[src/design/corr_macros.svh]
// Sizing and APB layout constants for the one-bit correlator
// Lags run from -(CORR_LAG_CROSS-1) to +(CORR_LAG_CROSS-1)
// Result words are read-only and sit after the four control registers

`ifndef CORR_MACROS_SVH
`define CORR_MACROS_SVH

// ~~~~~~~~~~~~~~~~~~~~
// Correlator geometry
`define CORR_NUM_INPUTS     4
`define CORR_LAG_CROSS      2
`define CORR_NUM_LAGS       (2*`CORR_LAG_CROSS-1)
`define CORR_DEPTH          (2*`CORR_LAG_CROSS-1)
`define CORR_NUM_BASELINES  6
`define CORR_NUM_RESULTS    (`CORR_NUM_BASELINES*`CORR_NUM_LAGS)
`define CORR_COUNT_W        16

// ~~~~~~~~~~~~~~~~~~~~
// APB layout
`define CORR_APB_ADDR_W     8
`define CORR_APB_DATA_W     32
`define CORR_RESULT_BASE    8'h40
`define CORR_CTRL_EN_BIT    0
`define CORR_CTRL_CLR_BIT   1
`define CORR_STAT_RDY_BIT   0

`endif

[src/design/corr_pkg.sv]
// Types shared by the correlator RTL
// Result index is baseline*CORR_NUM_LAGS + (lag+1)
// Baselines go (0,1),(0,2),(0,3),(1,2),(1,3),(2,3)

`include "corr_macros.svh"

package corr_pkg;

	// One coincidence count, also used for the integration length
	typedef logic [`CORR_COUNT_W-1:0] count_t;

	// Selects one word of the result bank
	typedef logic [$clog2(`CORR_NUM_RESULTS)-1:0] result_idx_t;

	// Delay-line taps, [line][age] with age 0 the newest sample
	typedef logic [`CORR_NUM_INPUTS-1:0][`CORR_DEPTH-1:0] tap_array_t;

	// ~~~~~~~~~~~~~~~~~~~~
	// APB register offsets
	typedef enum logic [`CORR_APB_ADDR_W-1:0] {
		CTRL        = 8'h00, // bit0 enable, bit1 clear (self clearing)
		INT_LEN     = 8'h04, // Samples per frame, 0 never ends
		STATUS      = 8'h08, // bit0 sticky frame_ready, write 1 to clear
		FRAME_COUNT = 8'h0C  // Frames done since reset or clear
	} reg_addr_e;

endpackage

[src/design/sample_if.sv]
// Delay-line taps and their valid strobe, capture side to accumulator
// valid is high for one cycle per captured sample

`timescale 1ns/10ps

`include "corr_macros.svh"

interface sample_if
	import corr_pkg::*;
();

	tap_array_t taps; // Snapshot of all delay lines
	logic       valid; // New sample shifted in last edge

	modport capture (
		output taps,
		output valid
	);

	modport accum (
		input taps,
		input valid
	);

endinterface

[src/design/result_if.sv]
// Control, frame events and result read port between core and registers
// rd_count follows rd_index combinationally

`timescale 1ns/10ps

`include "corr_macros.svh"

interface result_if
	import corr_pkg::*;
();

	logic        enable;
	count_t      int_len;
	logic        clear_pulse; // One cycle
	result_idx_t rd_index;
	count_t      rd_count;
	logic        frame_done; // One cycle after the bank loads

	modport core (
		input  enable, int_len, clear_pulse, rd_index,
		output rd_count, frame_done
	);

	modport regs (
		output enable, int_len, clear_pulse, rd_index,
		input  rd_count, frame_done
	);

endinterface

[src/design/sample_capture.sv]
// Input delay lines, one per line, shifted on each sample strobe
// Inputs must already be synchronous to clk
// Lines keep shifting regardless of the accumulator enable

`timescale 1ns/10ps

`include "corr_macros.svh"

module sample_capture
	import corr_pkg::*;
(
	input  logic                        clk,
	input  logic                        reset,
	input  logic [`CORR_NUM_INPUTS-1:0] samples,
	input  logic                        sample_valid,
	sample_if.capture                   cap
);

	tap_array_t lines;
	logic       valid_q;

	always_ff @(posedge clk) begin
		if (!reset) begin
			lines   <= '0; // Known history for the first lags
			valid_q <= 1'b0;
		end else begin
			valid_q <= sample_valid;
			if (sample_valid) begin
				for (int i = 0; i < `CORR_NUM_INPUTS; i++) begin
					// Newest at age 0, oldest falls off the top
					lines[i] <= {lines[i][`CORR_DEPTH-2:0], samples[i]};
				end
			end
		end
	end

	assign cap.taps  = lines;
	assign cap.valid = valid_q;

	// ~~~~~~~~~~~~~~~~~~~~
	// Strobed sign bits must be known before they enter the lines
	a_samples_known: assert property (
		@(posedge clk) disable iff (!reset)
		sample_valid |-> !$isunknown(samples)
	);

endmodule

[src/design/lag_accumulator.sv]
// Coincidence counters for every baseline and lag, plus frame control
// Counters can wrap if int_len exceeds the counter range
// Lowering int_len below the running count mid-frame delays the frame end

`timescale 1ns/10ps

`include "corr_macros.svh"

module lag_accumulator
	import corr_pkg::*;
(
	input  logic    clk,
	input  logic    reset,
	sample_if.accum smp,
	result_if.core  res
);

	localparam int NUM_IN  = `CORR_NUM_INPUTS;
	localparam int NUM_RES = `CORR_NUM_RESULTS;
	localparam int MID     = `CORR_LAG_CROSS - 1; // Age of the reference tap

	logic [NUM_RES-1:0] agree;
	count_t             counters [NUM_RES];
	count_t             bank [NUM_RES];
	count_t             int_count;
	count_t             int_next;
	logic               count_en;
	logic               frame_end;
	logic               frame_done_q;

	// ~~~~~~~~~~~~~~~~~~~~
	// Coincidence per baseline and lag
	for (genvar i = 0; i < NUM_IN; i++) begin : g_line_a
		for (genvar j = i + 1; j < NUM_IN; j++) begin : g_line_b
			// Pairs are numbered in row order of the upper triangle
			localparam int base_idx = i*(2*NUM_IN - i - 1)/2 + (j - i - 1);
			for (genvar l = 0; l < `CORR_NUM_LAGS; l++) begin : g_lag
				// Lag l-MID compares line i at MID with line j at age l
				assign agree[base_idx*`CORR_NUM_LAGS + l] =
					(smp.taps[i][MID] == smp.taps[j][l]);
			end
		end
	end

	assign count_en  = smp.valid && res.enable;
	assign int_next  = int_count + 1'b1;
	assign frame_end = count_en && !res.clear_pulse &&
	                   (res.int_len != '0) && (int_next == res.int_len);

	// ~~~~~~~~~~~~~~~~~~~~
	// Counters, integration count and bank
	always_ff @(posedge clk) begin
		if (!reset) begin
			int_count    <= '0;
			frame_done_q <= 1'b0;
			for (int r = 0; r < NUM_RES; r++) begin
				counters[r] <= '0;
				bank[r]     <= '0;
			end
		end else begin
			frame_done_q <= frame_end;
			if (res.clear_pulse) begin
				int_count <= '0;
				for (int r = 0; r < NUM_RES; r++) begin
					counters[r] <= '0;
				end
			end else if (count_en) begin
				int_count <= frame_end ? count_t'(0) : int_next;
				for (int r = 0; r < NUM_RES; r++) begin
					if (frame_end) begin
						bank[r]     <= counters[r] + count_t'(agree[r]); // Include last sample
						counters[r] <= '0;
					end else begin
						counters[r] <= counters[r] + count_t'(agree[r]);
					end
				end
			end
		end
	end

	assign res.frame_done = frame_done_q;
	assign res.rd_count   = (res.rd_index < NUM_RES) ? bank[res.rd_index] : '0;

	// ~~~~~~~~~~~~~~~~~~~~
	for (genvar r = 0; r < NUM_RES; r++) begin : g_bound_chk
		a_count_bound: assert property (
			@(posedge clk) disable iff (!reset)
			(res.int_len != '0) |-> (counters[r] <= res.int_len)
		);
	end

	// Single-sample frames may legally end on consecutive cycles
	a_frame_done_pulse: assert property (
		@(posedge clk) disable iff (!reset)
		(res.frame_done && (res.int_len != count_t'(1))) |=> !res.frame_done
	);

endmodule

[src/design/apb_readout.sv]
// APB slave for control, status, frame count and result bank
// Zero wait states; result window is read-only and writes there are dropped
// Register offsets must match exactly, result words ignore paddr[1:0]

`timescale 1ns/10ps

`include "corr_macros.svh"

module apb_readout
	import corr_pkg::*;
(
	input  logic                        clk,
	input  logic                        reset,
	input  logic [`CORR_APB_ADDR_W-1:0] paddr,
	input  logic                        psel,
	input  logic                        penable,
	input  logic                        pwrite,
	input  logic [`CORR_APB_DATA_W-1:0] pwdata,
	output logic [`CORR_APB_DATA_W-1:0] prdata,
	output logic                        pready,
	output logic                        pslverr,
	result_if.regs                      res
);

	reg_addr_e                   reg_sel;
	logic [`CORR_APB_ADDR_W-1:0] win_off;
	logic                        access;
	logic                        wr_en;
	logic                        is_reg;
	logic                        in_window;

	logic                        enable_q;
	count_t                      int_len_q;
	logic                        clear_q;
	logic                        frame_ready;
	logic [`CORR_APB_DATA_W-1:0] frame_count;

	// ~~~~~~~~~~~~~~~~~~~~
	// Address decode
	assign reg_sel   = reg_addr_e'(paddr);
	assign win_off   = paddr - `CORR_RESULT_BASE;
	assign in_window = (paddr >= `CORR_RESULT_BASE) && (win_off[7:2] < `CORR_NUM_RESULTS);
	assign access    = psel && penable;
	assign wr_en     = access && pwrite;

	always_comb begin
		case (reg_sel)
			CTRL, INT_LEN, STATUS, FRAME_COUNT: is_reg = 1'b1;
			default:                            is_reg = 1'b0;
		endcase
	end

	assign pready       = access;
	assign pslverr      = access && !is_reg && !in_window;
	assign res.rd_index = result_idx_t'(win_off[7:2]);

	// Read mux
	always_comb begin
		prdata = '0;
		if (psel && !pwrite) begin
			case (reg_sel)
				CTRL:        prdata[`CORR_CTRL_EN_BIT] = enable_q; // Clear bit reads 0
				INT_LEN:     prdata = `CORR_APB_DATA_W'(int_len_q);
				STATUS:      prdata[`CORR_STAT_RDY_BIT] = frame_ready;
				FRAME_COUNT: prdata = frame_count;
				default: begin
					if (in_window) begin
						prdata = `CORR_APB_DATA_W'(res.rd_count);
					end
				end
			endcase
		end
	end

	// ~~~~~~~~~~~~~~~~~~~~
	// Registers
	always_ff @(posedge clk) begin
		if (!reset) begin
			enable_q    <= 1'b0;
			int_len_q   <= '0;
			clear_q     <= 1'b0;
			frame_ready <= 1'b0;
			frame_count <= '0;
		end else begin
			clear_q <= wr_en && (reg_sel == CTRL) && pwdata[`CORR_CTRL_CLR_BIT];
			if (wr_en && (reg_sel == CTRL)) begin
				enable_q <= pwdata[`CORR_CTRL_EN_BIT];
			end
			if (wr_en && (reg_sel == INT_LEN)) begin
				int_len_q <= count_t'(pwdata);
			end
			if (res.frame_done) begin
				frame_ready <= 1'b1; // Set wins over a clearing write
			end else if (wr_en && (reg_sel == STATUS) && pwdata[`CORR_STAT_RDY_BIT]) begin
				frame_ready <= 1'b0;
			end
			if (clear_q) begin
				frame_count <= '0;
			end else if (res.frame_done) begin
				frame_count <= frame_count + 1'b1;
			end
		end
	end

	assign res.enable      = enable_q;
	assign res.int_len     = int_len_q;
	assign res.clear_pulse = clear_q;

	a_penable_needs_psel: assert property (
		@(posedge clk) disable iff (!reset)
		penable |-> psel
	);

endmodule

[src/design/correlator_top.sv]
// One-bit cross-correlator, 4 lines, lags -1..+1, APB readout
// samples must be synchronous to clk; there is no back-pressure

`timescale 1ns/10ps

`include "corr_macros.svh"

module correlator_top (
	input  logic                        clk,
	input  logic                        reset,
	input  logic [`CORR_NUM_INPUTS-1:0] samples,
	input  logic                        sample_valid,
	input  logic [`CORR_APB_ADDR_W-1:0] paddr,
	input  logic                        psel,
	input  logic                        penable,
	input  logic                        pwrite,
	input  logic [`CORR_APB_DATA_W-1:0] pwdata,
	output logic [`CORR_APB_DATA_W-1:0] prdata,
	output logic                        pready,
	output logic                        pslverr
);

	sample_if u_sample_if ();
	result_if u_result_if ();

	sample_capture u_capture (
		.clk          (clk),
		.reset        (reset),
		.samples      (samples),
		.sample_valid (sample_valid),
		.cap          (u_sample_if.capture)
	);

	lag_accumulator u_accum (
		.clk   (clk),
		.reset (reset),
		.smp   (u_sample_if.accum),
		.res   (u_result_if.core)
	);

	apb_readout u_apb (
		.clk     (clk),
		.reset   (reset),
		.paddr   (paddr),
		.psel    (psel),
		.penable (penable),
		.pwrite  (pwrite),
		.pwdata  (pwdata),
		.prdata  (prdata),
		.pready  (pready),
		.pslverr (pslverr),
		.res     (u_result_if.regs)
	);

endmodule

[config.mk]
export PLATFORM = sky130hd
export DESIGN_NAME = correlator_top
export DESIGN_NICKNAME = d
export VERILOG_FILES = /design/src/design/corr_pkg.sv /design/src/design/sample_if.sv /design/src/design/result_if.sv /design/src/design/sample_capture.sv /design/src/design/lag_accumulator.sv /design/src/design/apb_readout.sv /design/src/design/correlator_top.sv
export VERILOG_INCLUDE_DIRS = /design/src /design/src/design
export SDC_FILE = /design/constraint.sdc
export NUM_CORES = 1
export LEC_CHECK = 0
export ABC_AREA = 0
export BUFFER_PORTS_ARGS = -buffer_cell sky130_fd_sc_hd__buf_4
export CORE_ASPECT_RATIO = 0.5
export CORE_MARGIN = 5
export CORE_UTILIZATION = 55
export DETAILED_ROUTE_END_ITERATION = 6
export PLACE_DENSITY_LB_ADDON = 0.08
export SLEW_MARGIN = 15
export SYNTH_ARGS = -nofsm -noshare
export SYNTH_HDL_FRONTEND = slang
export SYNTH_SLANG_ARGS = --single-unit
[constraint.sdc]
create_clock -name clk -period 27.4 [get_ports clk]
set_input_delay 2.74 -clock clk [delete_from_list [all_inputs] [get_ports clk]]
set_output_delay 2.74 -clock clk [all_outputs]
set_load 0.02 [all_outputs]
# Yosys cells after proc, flatten, opt, wreduce, memory -nomap -nowiden
# Memory sizes are Yosys's and may differ from the RTL's.
# Index checks and enable logic that the tools add are counted.
# word_totals
regBits	80
ramBits	576
input_bits	50
out_inout_bits	34
word_cells	253
n_memories	2
# mem_list
name	words	word_bits	read_ports	rd_clocked_by_memory_dff	wr	line	rtl
u_accum.bank	18	16	1	0	18	lag_accumulator.sv:24	count_t bank [NUM_RES];
u_accum.counters	18	16	18	0	18	lag_accumulator.sv:23	count_t counters [NUM_RES];
# classes
add_sub_neg	21
order_cmp	3
n_eq_ne	22
muxes	95
bitwise_logic	73
n_reduce_logical	25
# ops
op	count
$mux 16	75
$add 16x1->16	18
$pmux 31 s3	1
$or 1x1->1	72
$add 32x1->32 const B	1
$mux 32	1
$eq 1x1->1	18
$mux 1	17
$add 16x1->16 const B	1
$eq 16x16->1	1
$eq 8x4->1 const B	2
$reduce_bool 16->1	1
$logic_and 1x1->1	15
$eq 8x3->1 const B	1
$ge 8x7->1 const B	1
$logic_not 8->1	1
$sub 8x7->8 const B	1
$lt 6x5->1 const B	1
$lt 5x5->1 const B	1
$logic_not 1->1	4
$pmux 1 s4	1
$reduce_or 2->1	2
$reduce_or 4->1	1
$reduce_bool 2->1	1
$not 1->1	1

# Depth between registers and ports, before layout
# logic_depth
word_depth	11
mapped_depth	12
ltp_nobuf	9

# Hierarchy
# From an unflattened synthesis, not the netlist that was laid out.
# unflattened
cells_unflattened	2735
area_unflattened_um2	31989.4
# by_module_without_submodules
mod	instances	cells_each	area_each_um2	seq_area_each_um2
lag_accumulator	1	2330	28508.6	17636.9
apb_readout	1	364	2982.9	1021.0
sample_capture	1	41	498.0	260.2

# Worst setup path before layout
# Ideal clock, no wire load.
# synth_timing
path_kind	reg-to-reg
from	reg u_accum.int_count[0]
to	mem u_accum.bank[0][0] (netlist name) (enable)
arrival_time_ns	21.872
required_ns	26.063
setup_slack_ns	4.191
stages_incl_launch_ff	9
synth_period_minus_slack_ns	23.209
path_cell_list	dfxtp_1 ha_1 nand3_1 buf_2 o21a_1 or4_1 nand3_1 o2111ai_2 o21ai_0
# synth_lines
item	line	rtl
start, declared	lag_accumulator.sv:25	count_t int_count;
start signal, assigned	lag_accumulator.sv:68	int_count <= frame_end ? count_t'(0) : int_next;
end, declared	lag_accumulator.sv:24	

# Worst setup path after layout
# layout_timing
from	in paddr[2]
to	out prdata[15]
# layout_via
elab_chain_len	6
# layout_rtl
item	line	rtl
start, declared	correlator_top.sv:13	input logic [`CORR_APB_ADDR_W-1:0] paddr,
$sub 8x7->8 (no source line)	-	
$mem_v2 18x16 (tied with other cells)	-	
$mux 16 or $logic_and 1x1->1 (tied branches)	lag_accumulator.sv:82, apb_readout.sv:42	
$mux 16	apb_readout.sv:67	if (in_window) begin
$pmux 31 s3 (*)	apb_readout.sv:61	case (reg_sel)
$mux 32 (*)	apb_readout.sv:60	if (psel && !pwrite) begin
end, declared	correlator_top.sv:18	output logic [`CORR_APB_DATA_W-1:0] prdata,
# Every way passes the cells marked *; elsewhere a longest branch is shown, timed or not.

==> results.md <==
- Flip-flop and latch area: 18,900 um^2
- Setup WS post-layout: 18,680 ps
- Result of the run: completed
- Maximum number of buffers from clock root to sink: 3
- Number of distinct library cell variants in the gate-level netlist after synthesis: roughly 50
- Routability cong.: 0.800
- RSZ-0062 raised after global routing: false
- Place WS: 18,600 ps
- Cts bufs inserted: 58
- Logic depth of the worst register-to-register path: 10
- Number of core rows: 61
- Pin count of the biggest net entering global routing: 203
- Y dimension of the die: ~180 um
- Wire length of the first global-routing pass: 105,000 um
- Total global-route track usage: 21.5%
- Total of flip-flops plus latches after synthesis: 656
- Dominant cell by count in the synthesized netlist: sky130_fd_sc_hd__nor2_1
- Transition time at the pin with the least slew margin: 1110 ps
- Number of global-route vias before repair: roughly 19,000
- Sinks on Clock Net: 656
- Count of maximum capacitance violations: 0
- Hold Crit Start: u_apb.frame_count[5]$_SDFFE_PP0P_
- Total of buffers placed on input and output ports: 67
- I/O pin count: 84
- Cell taking the most area after synthesis: sky130_fd_sc_hd__edfxtp_1
- Min Tclk post-route: around 8700 ps
- Detailed-placement wirelength estimate: 43,100 um
- Proportion of register bits with asynchronous set or reset after synthesis: 0%
- Maximum ir drop on the vdd rail: around 0.049 mV
- Synthesized-area fraction occupied by xor and xnor cells: 9.33%
- Layout overhead on the synthesized area: 8.72%
- Synthesis warning total: 0
- Number of enable flip-flop cells after synthesis: 576
- Final Setup Violations: 0
- Number of DRC violations after detailed-routing iteration 0: roughly 1,400
- Clock insertion delay at the later pin of the skew report: between 600 and 700 ps
- Worst hold-check path type: reg -> reg
- Starting Density: 56.0%
- Critical path data required time: 24,660 ps
- First-pass iteration count of the detailed router: 5
- Synth top area cells: sky130_fd_sc_hd__edfxtp_1, sky130_fd_sc_hd__nor2_1, sky130_fd_sc_hd__mux4_2
- Total DRC errors in the routed layout: 0
- Static leakage: approximately 12 nW
- Total Nets Final: 2,731
- Adder-cell share of the synthesized area: 1.60%
- Clk root buf: sky130_fd_sc_hd__clkbuf_16
- Antenna violations before repair: 3
- Hold-fix buffers, CTS: 0
- Via Count: roughly 19,000
- Count of fill cells added during filler insertion: 4,526
- Setup TNS Final: 0 ps
- Die Area: 62,000 um^2
- H-tree depth: 2
- Count of antenna-violating nets left after detailed routing: 0
- Worst Setup Path Type: in -> out
- Reg clk slew, reported paths: around 60 ps
- Most used DFF post-synth: sky130_fd_sc_hd__edfxtp_1
- Avg Vias per Cell: 5.58
- Core area: 55,900 um^2
- Cells after Synth: ~2,600
- Arrival time of the worst setup path: 5980 ps
- Share of the clock period used by the worst path: 31.8%
- Portion of netlist area occupied by mux cells: 7.76%
- Routed wire length: 66,200 um
- Syn Std Cell Area: 31,300 um^2
- Sequential fraction of the synthesis area: between 60% and 70%
- Post-route clock skew: 16.4 ps
- Reg2reg setup slack: between 20,000 and 25,000 ps
- Post-Synth Simple-Gate Area: between 15 and 20%
- Synthesized area divided by synthesized cell count: 11.9 um^2
- Resized Gates After CTS: 0
- Die Wd: roughly 350 um
- Multi-input logic area: 11,600 um^2
- PD cells: 58.5 nW/um^2
- Average wire per standard cell: approximately 19 um
- Launching element type of the critical path: input port
- Ranking of synthesized cells by instance count: sky130_fd_sc_hd__nor2_1, sky130_fd_sc_hd__edfxtp_1, sky130_fd_sc_hd__xor2_1, sky130_fd_sc_hd__xnor2_1, sky130_fd_sc_hd__nand2_1
- Antenna Cells: 0
- GRT overflow: 0
- Hold Vio Cnt, Final: 0
- Area of all placed cells without fillers: 34,000 um^2
- Max-slew violation count: 0
- Worst flop-to-flop path startpoint: u_accum.int_count[0]$_SDFFE_PP0P_
- Share of the synthesized area in compound gates (AO/OA/AOI/OAI): between 1 and 1.5%
- Fmax achieved: 0.115 GHz
- Clock tree from TritonCTS: yes
- Post-detailed-placement cell area: 32,300 um^2
- Syn nets: approximately 2,700
- Maximum fanout encountered on the critical timing path: 53
- Area share of the largest cell type after synthesis: 55.3%
- Critical Path Start: paddr[2]
- Endpoint, Worst Hold: u_apb.frame_count[5]$_SDFFE_PP0P_
- Layout cells sized above 1: 9.10%
- Number of cells traversed by the worst hold path: 2
- Post-CTS setup buffer count: 0
- Worst flop-to-flop path endpoint: u_accum.bank[8][13]$_SDFFCE_PN0P_
- Kind of end point of the critical path: primary output
- Normalized max-slew margin: between 20% and 30%
- Dominant combinational cell family by area after synthesis: simple AND/OR/NAND/NOR gates
-- power breakdown --
part | switching [W] | internal, W
Clock | 0.000361 | 0.000391
Sequential | 0.0000177 | 0.00111
Combinational | 0.0000650 | 0.0000386
-- cells in the final DEF (no fill, tap or decap), types with 10 or more instances in the layout --
cell type / synthesis / final
sky130_fd_sc_hd__and2_1: 29 / 29
sky130_fd_sc_hd__o21ai_0: 11 / 10
sky130_fd_sc_hd__and4_1: 10 / 10
sky130_fd_sc_hd__nand2_1: 128 / 128
sky130_fd_sc_hd__mux4_2: 81 / 81
sky130_fd_sc_hd__and3_1: 71 / 71
sky130_fd_sc_hd__xnor2_1: 137 / 137
sky130_fd_sc_hd__nor2b_1: 35 / 35
sky130_fd_sc_hd__nand3_1: 122 / 121
sky130_fd_sc_hd__nor4_1: 10 / 10
sky130_fd_sc_hd__dfxtp_1: 80 / 80
sky130_fd_sc_hd__edfxtp_1: 576 / 576
sky130_fd_sc_hd__clkbuf_16: 0 / 59
sky130_fd_sc_hd__nand4_1: 42 / 42
sky130_fd_sc_hd__nor3_1: 24 / 24
sky130_fd_sc_hd__inv_1: 63 / 62
sky130_fd_sc_hd__a21oi_1: 21 / 21
sky130_fd_sc_hd__xor2_1: 196 / 196
sky130_fd_sc_hd__nor2_1: 711 / 711
sky130_fd_sc_hd__buf_4: 10 / 78
sky130_fd_sc_hd__mux2i_1: 60 / 60
sky130_fd_sc_hd__ha_1: 40 / 40
sky130_fd_sc_hd__clkinv_1: 0 / 19
sky130_fd_sc_hd__o22ai_1: 15 / 15
-- metal layers --
| layer | track usage [%] | routed length (um) | up-vias | share of wire, % |
|---|---|---|---|---|
| met5 | 0 | 0 | - | 0 |
| met4 | 4.51 | 1250 | 0 | 1.9 |
| met3 | 3.49 | 3690 | 90 | 5.6 |
| met2 | 34.7 | 30200 | 427 | 46 |
| met1 | 31.3 | 31100 | 9450 | 47 |
| li1 | - | - | 9220 | - |
-- flip-flops by register name, indices dropped and copies added, names as in the netlist --
signal / cells
u_apb.res.clear_pulse: 1
u_apb.frame_ready: 1
u_apb.res.enable: 1
u_apb.res.int_len: 16
u_apb.frame_count: 32
u_accum.bank: 288
u_capture.cap.taps: 11
u_accum.counters: 288
u_accum.int_count: 16
u_capture.cap.valid: 1
u_accum.res.frame_done: 1
-- cell type report --
| class | instances | share of cell area [%] |
|---|---|---|
| flip-flops and latches | 656 | 55.6 |
| well taps | 756 | 2.78 |
| repair buffers | 81 | 1.87 |
| clock inverters | 33 | 0.468 |
| multi-input cells | 1781 | 34.1 |
| clock buffers | 68 | 4.44 |
| inverters | 63 | 0.718 |
-- worst max path at each step --
stage                                       end  slack (ps)  cells past startpoint
6_report                             prdata[15]       18680                      7
2_1_floorplan  u_accum.bank[0][0]$_SDFFCE_PN0P_        4190                      8
4_1_cts                              prdata[15]       18600                      7
3_5_place_dp                         prdata[15]       18600                      7
3_3_place_gp                         prdata[15]       18650                      7
5_1_grt                              prdata[15]       18490                      7
-- worst max-delay path, stage by stage --
cell,delay [ps]
sky130_fd_sc_hd__buf_6,600
sky130_fd_sc_hd__buf_4,710
sky130_fd_sc_hd__mux4_2,650
sky130_fd_sc_hd__mux4_2,560
sky130_fd_sc_hd__a21oi_1,310
sky130_fd_sc_hd__o22ai_1,160
sky130_fd_sc_hd__buf_4,210
-- cells by family after synthesis --
| group | count (synthesis) |
|---|---|
| muxes | 141 |
| buffers and inverters | 182 |
| adders and majority gates | 40 |
| AOI/OAI and AO/OA | 64 |
| DFF | 656 |
| and+or+nand+nor | 1203 |
| xor gates and xnor gates | 333 |
-- per-stage QoR --
stage,hold slack (ps),util [%],instances,total power (W)
after detailed placement,508,57.8,3337,0.00126
after global routing,540,60.8,3438,0.00206
final,518,60.8,3438,0.00199
after global placement,484,57.8,3337,0.00125
after floorplan,471,-,2619,0.00124
after CTS,517,60.8,3438,0.00200
Note: power is estimated with default switching activity, not from simulation.
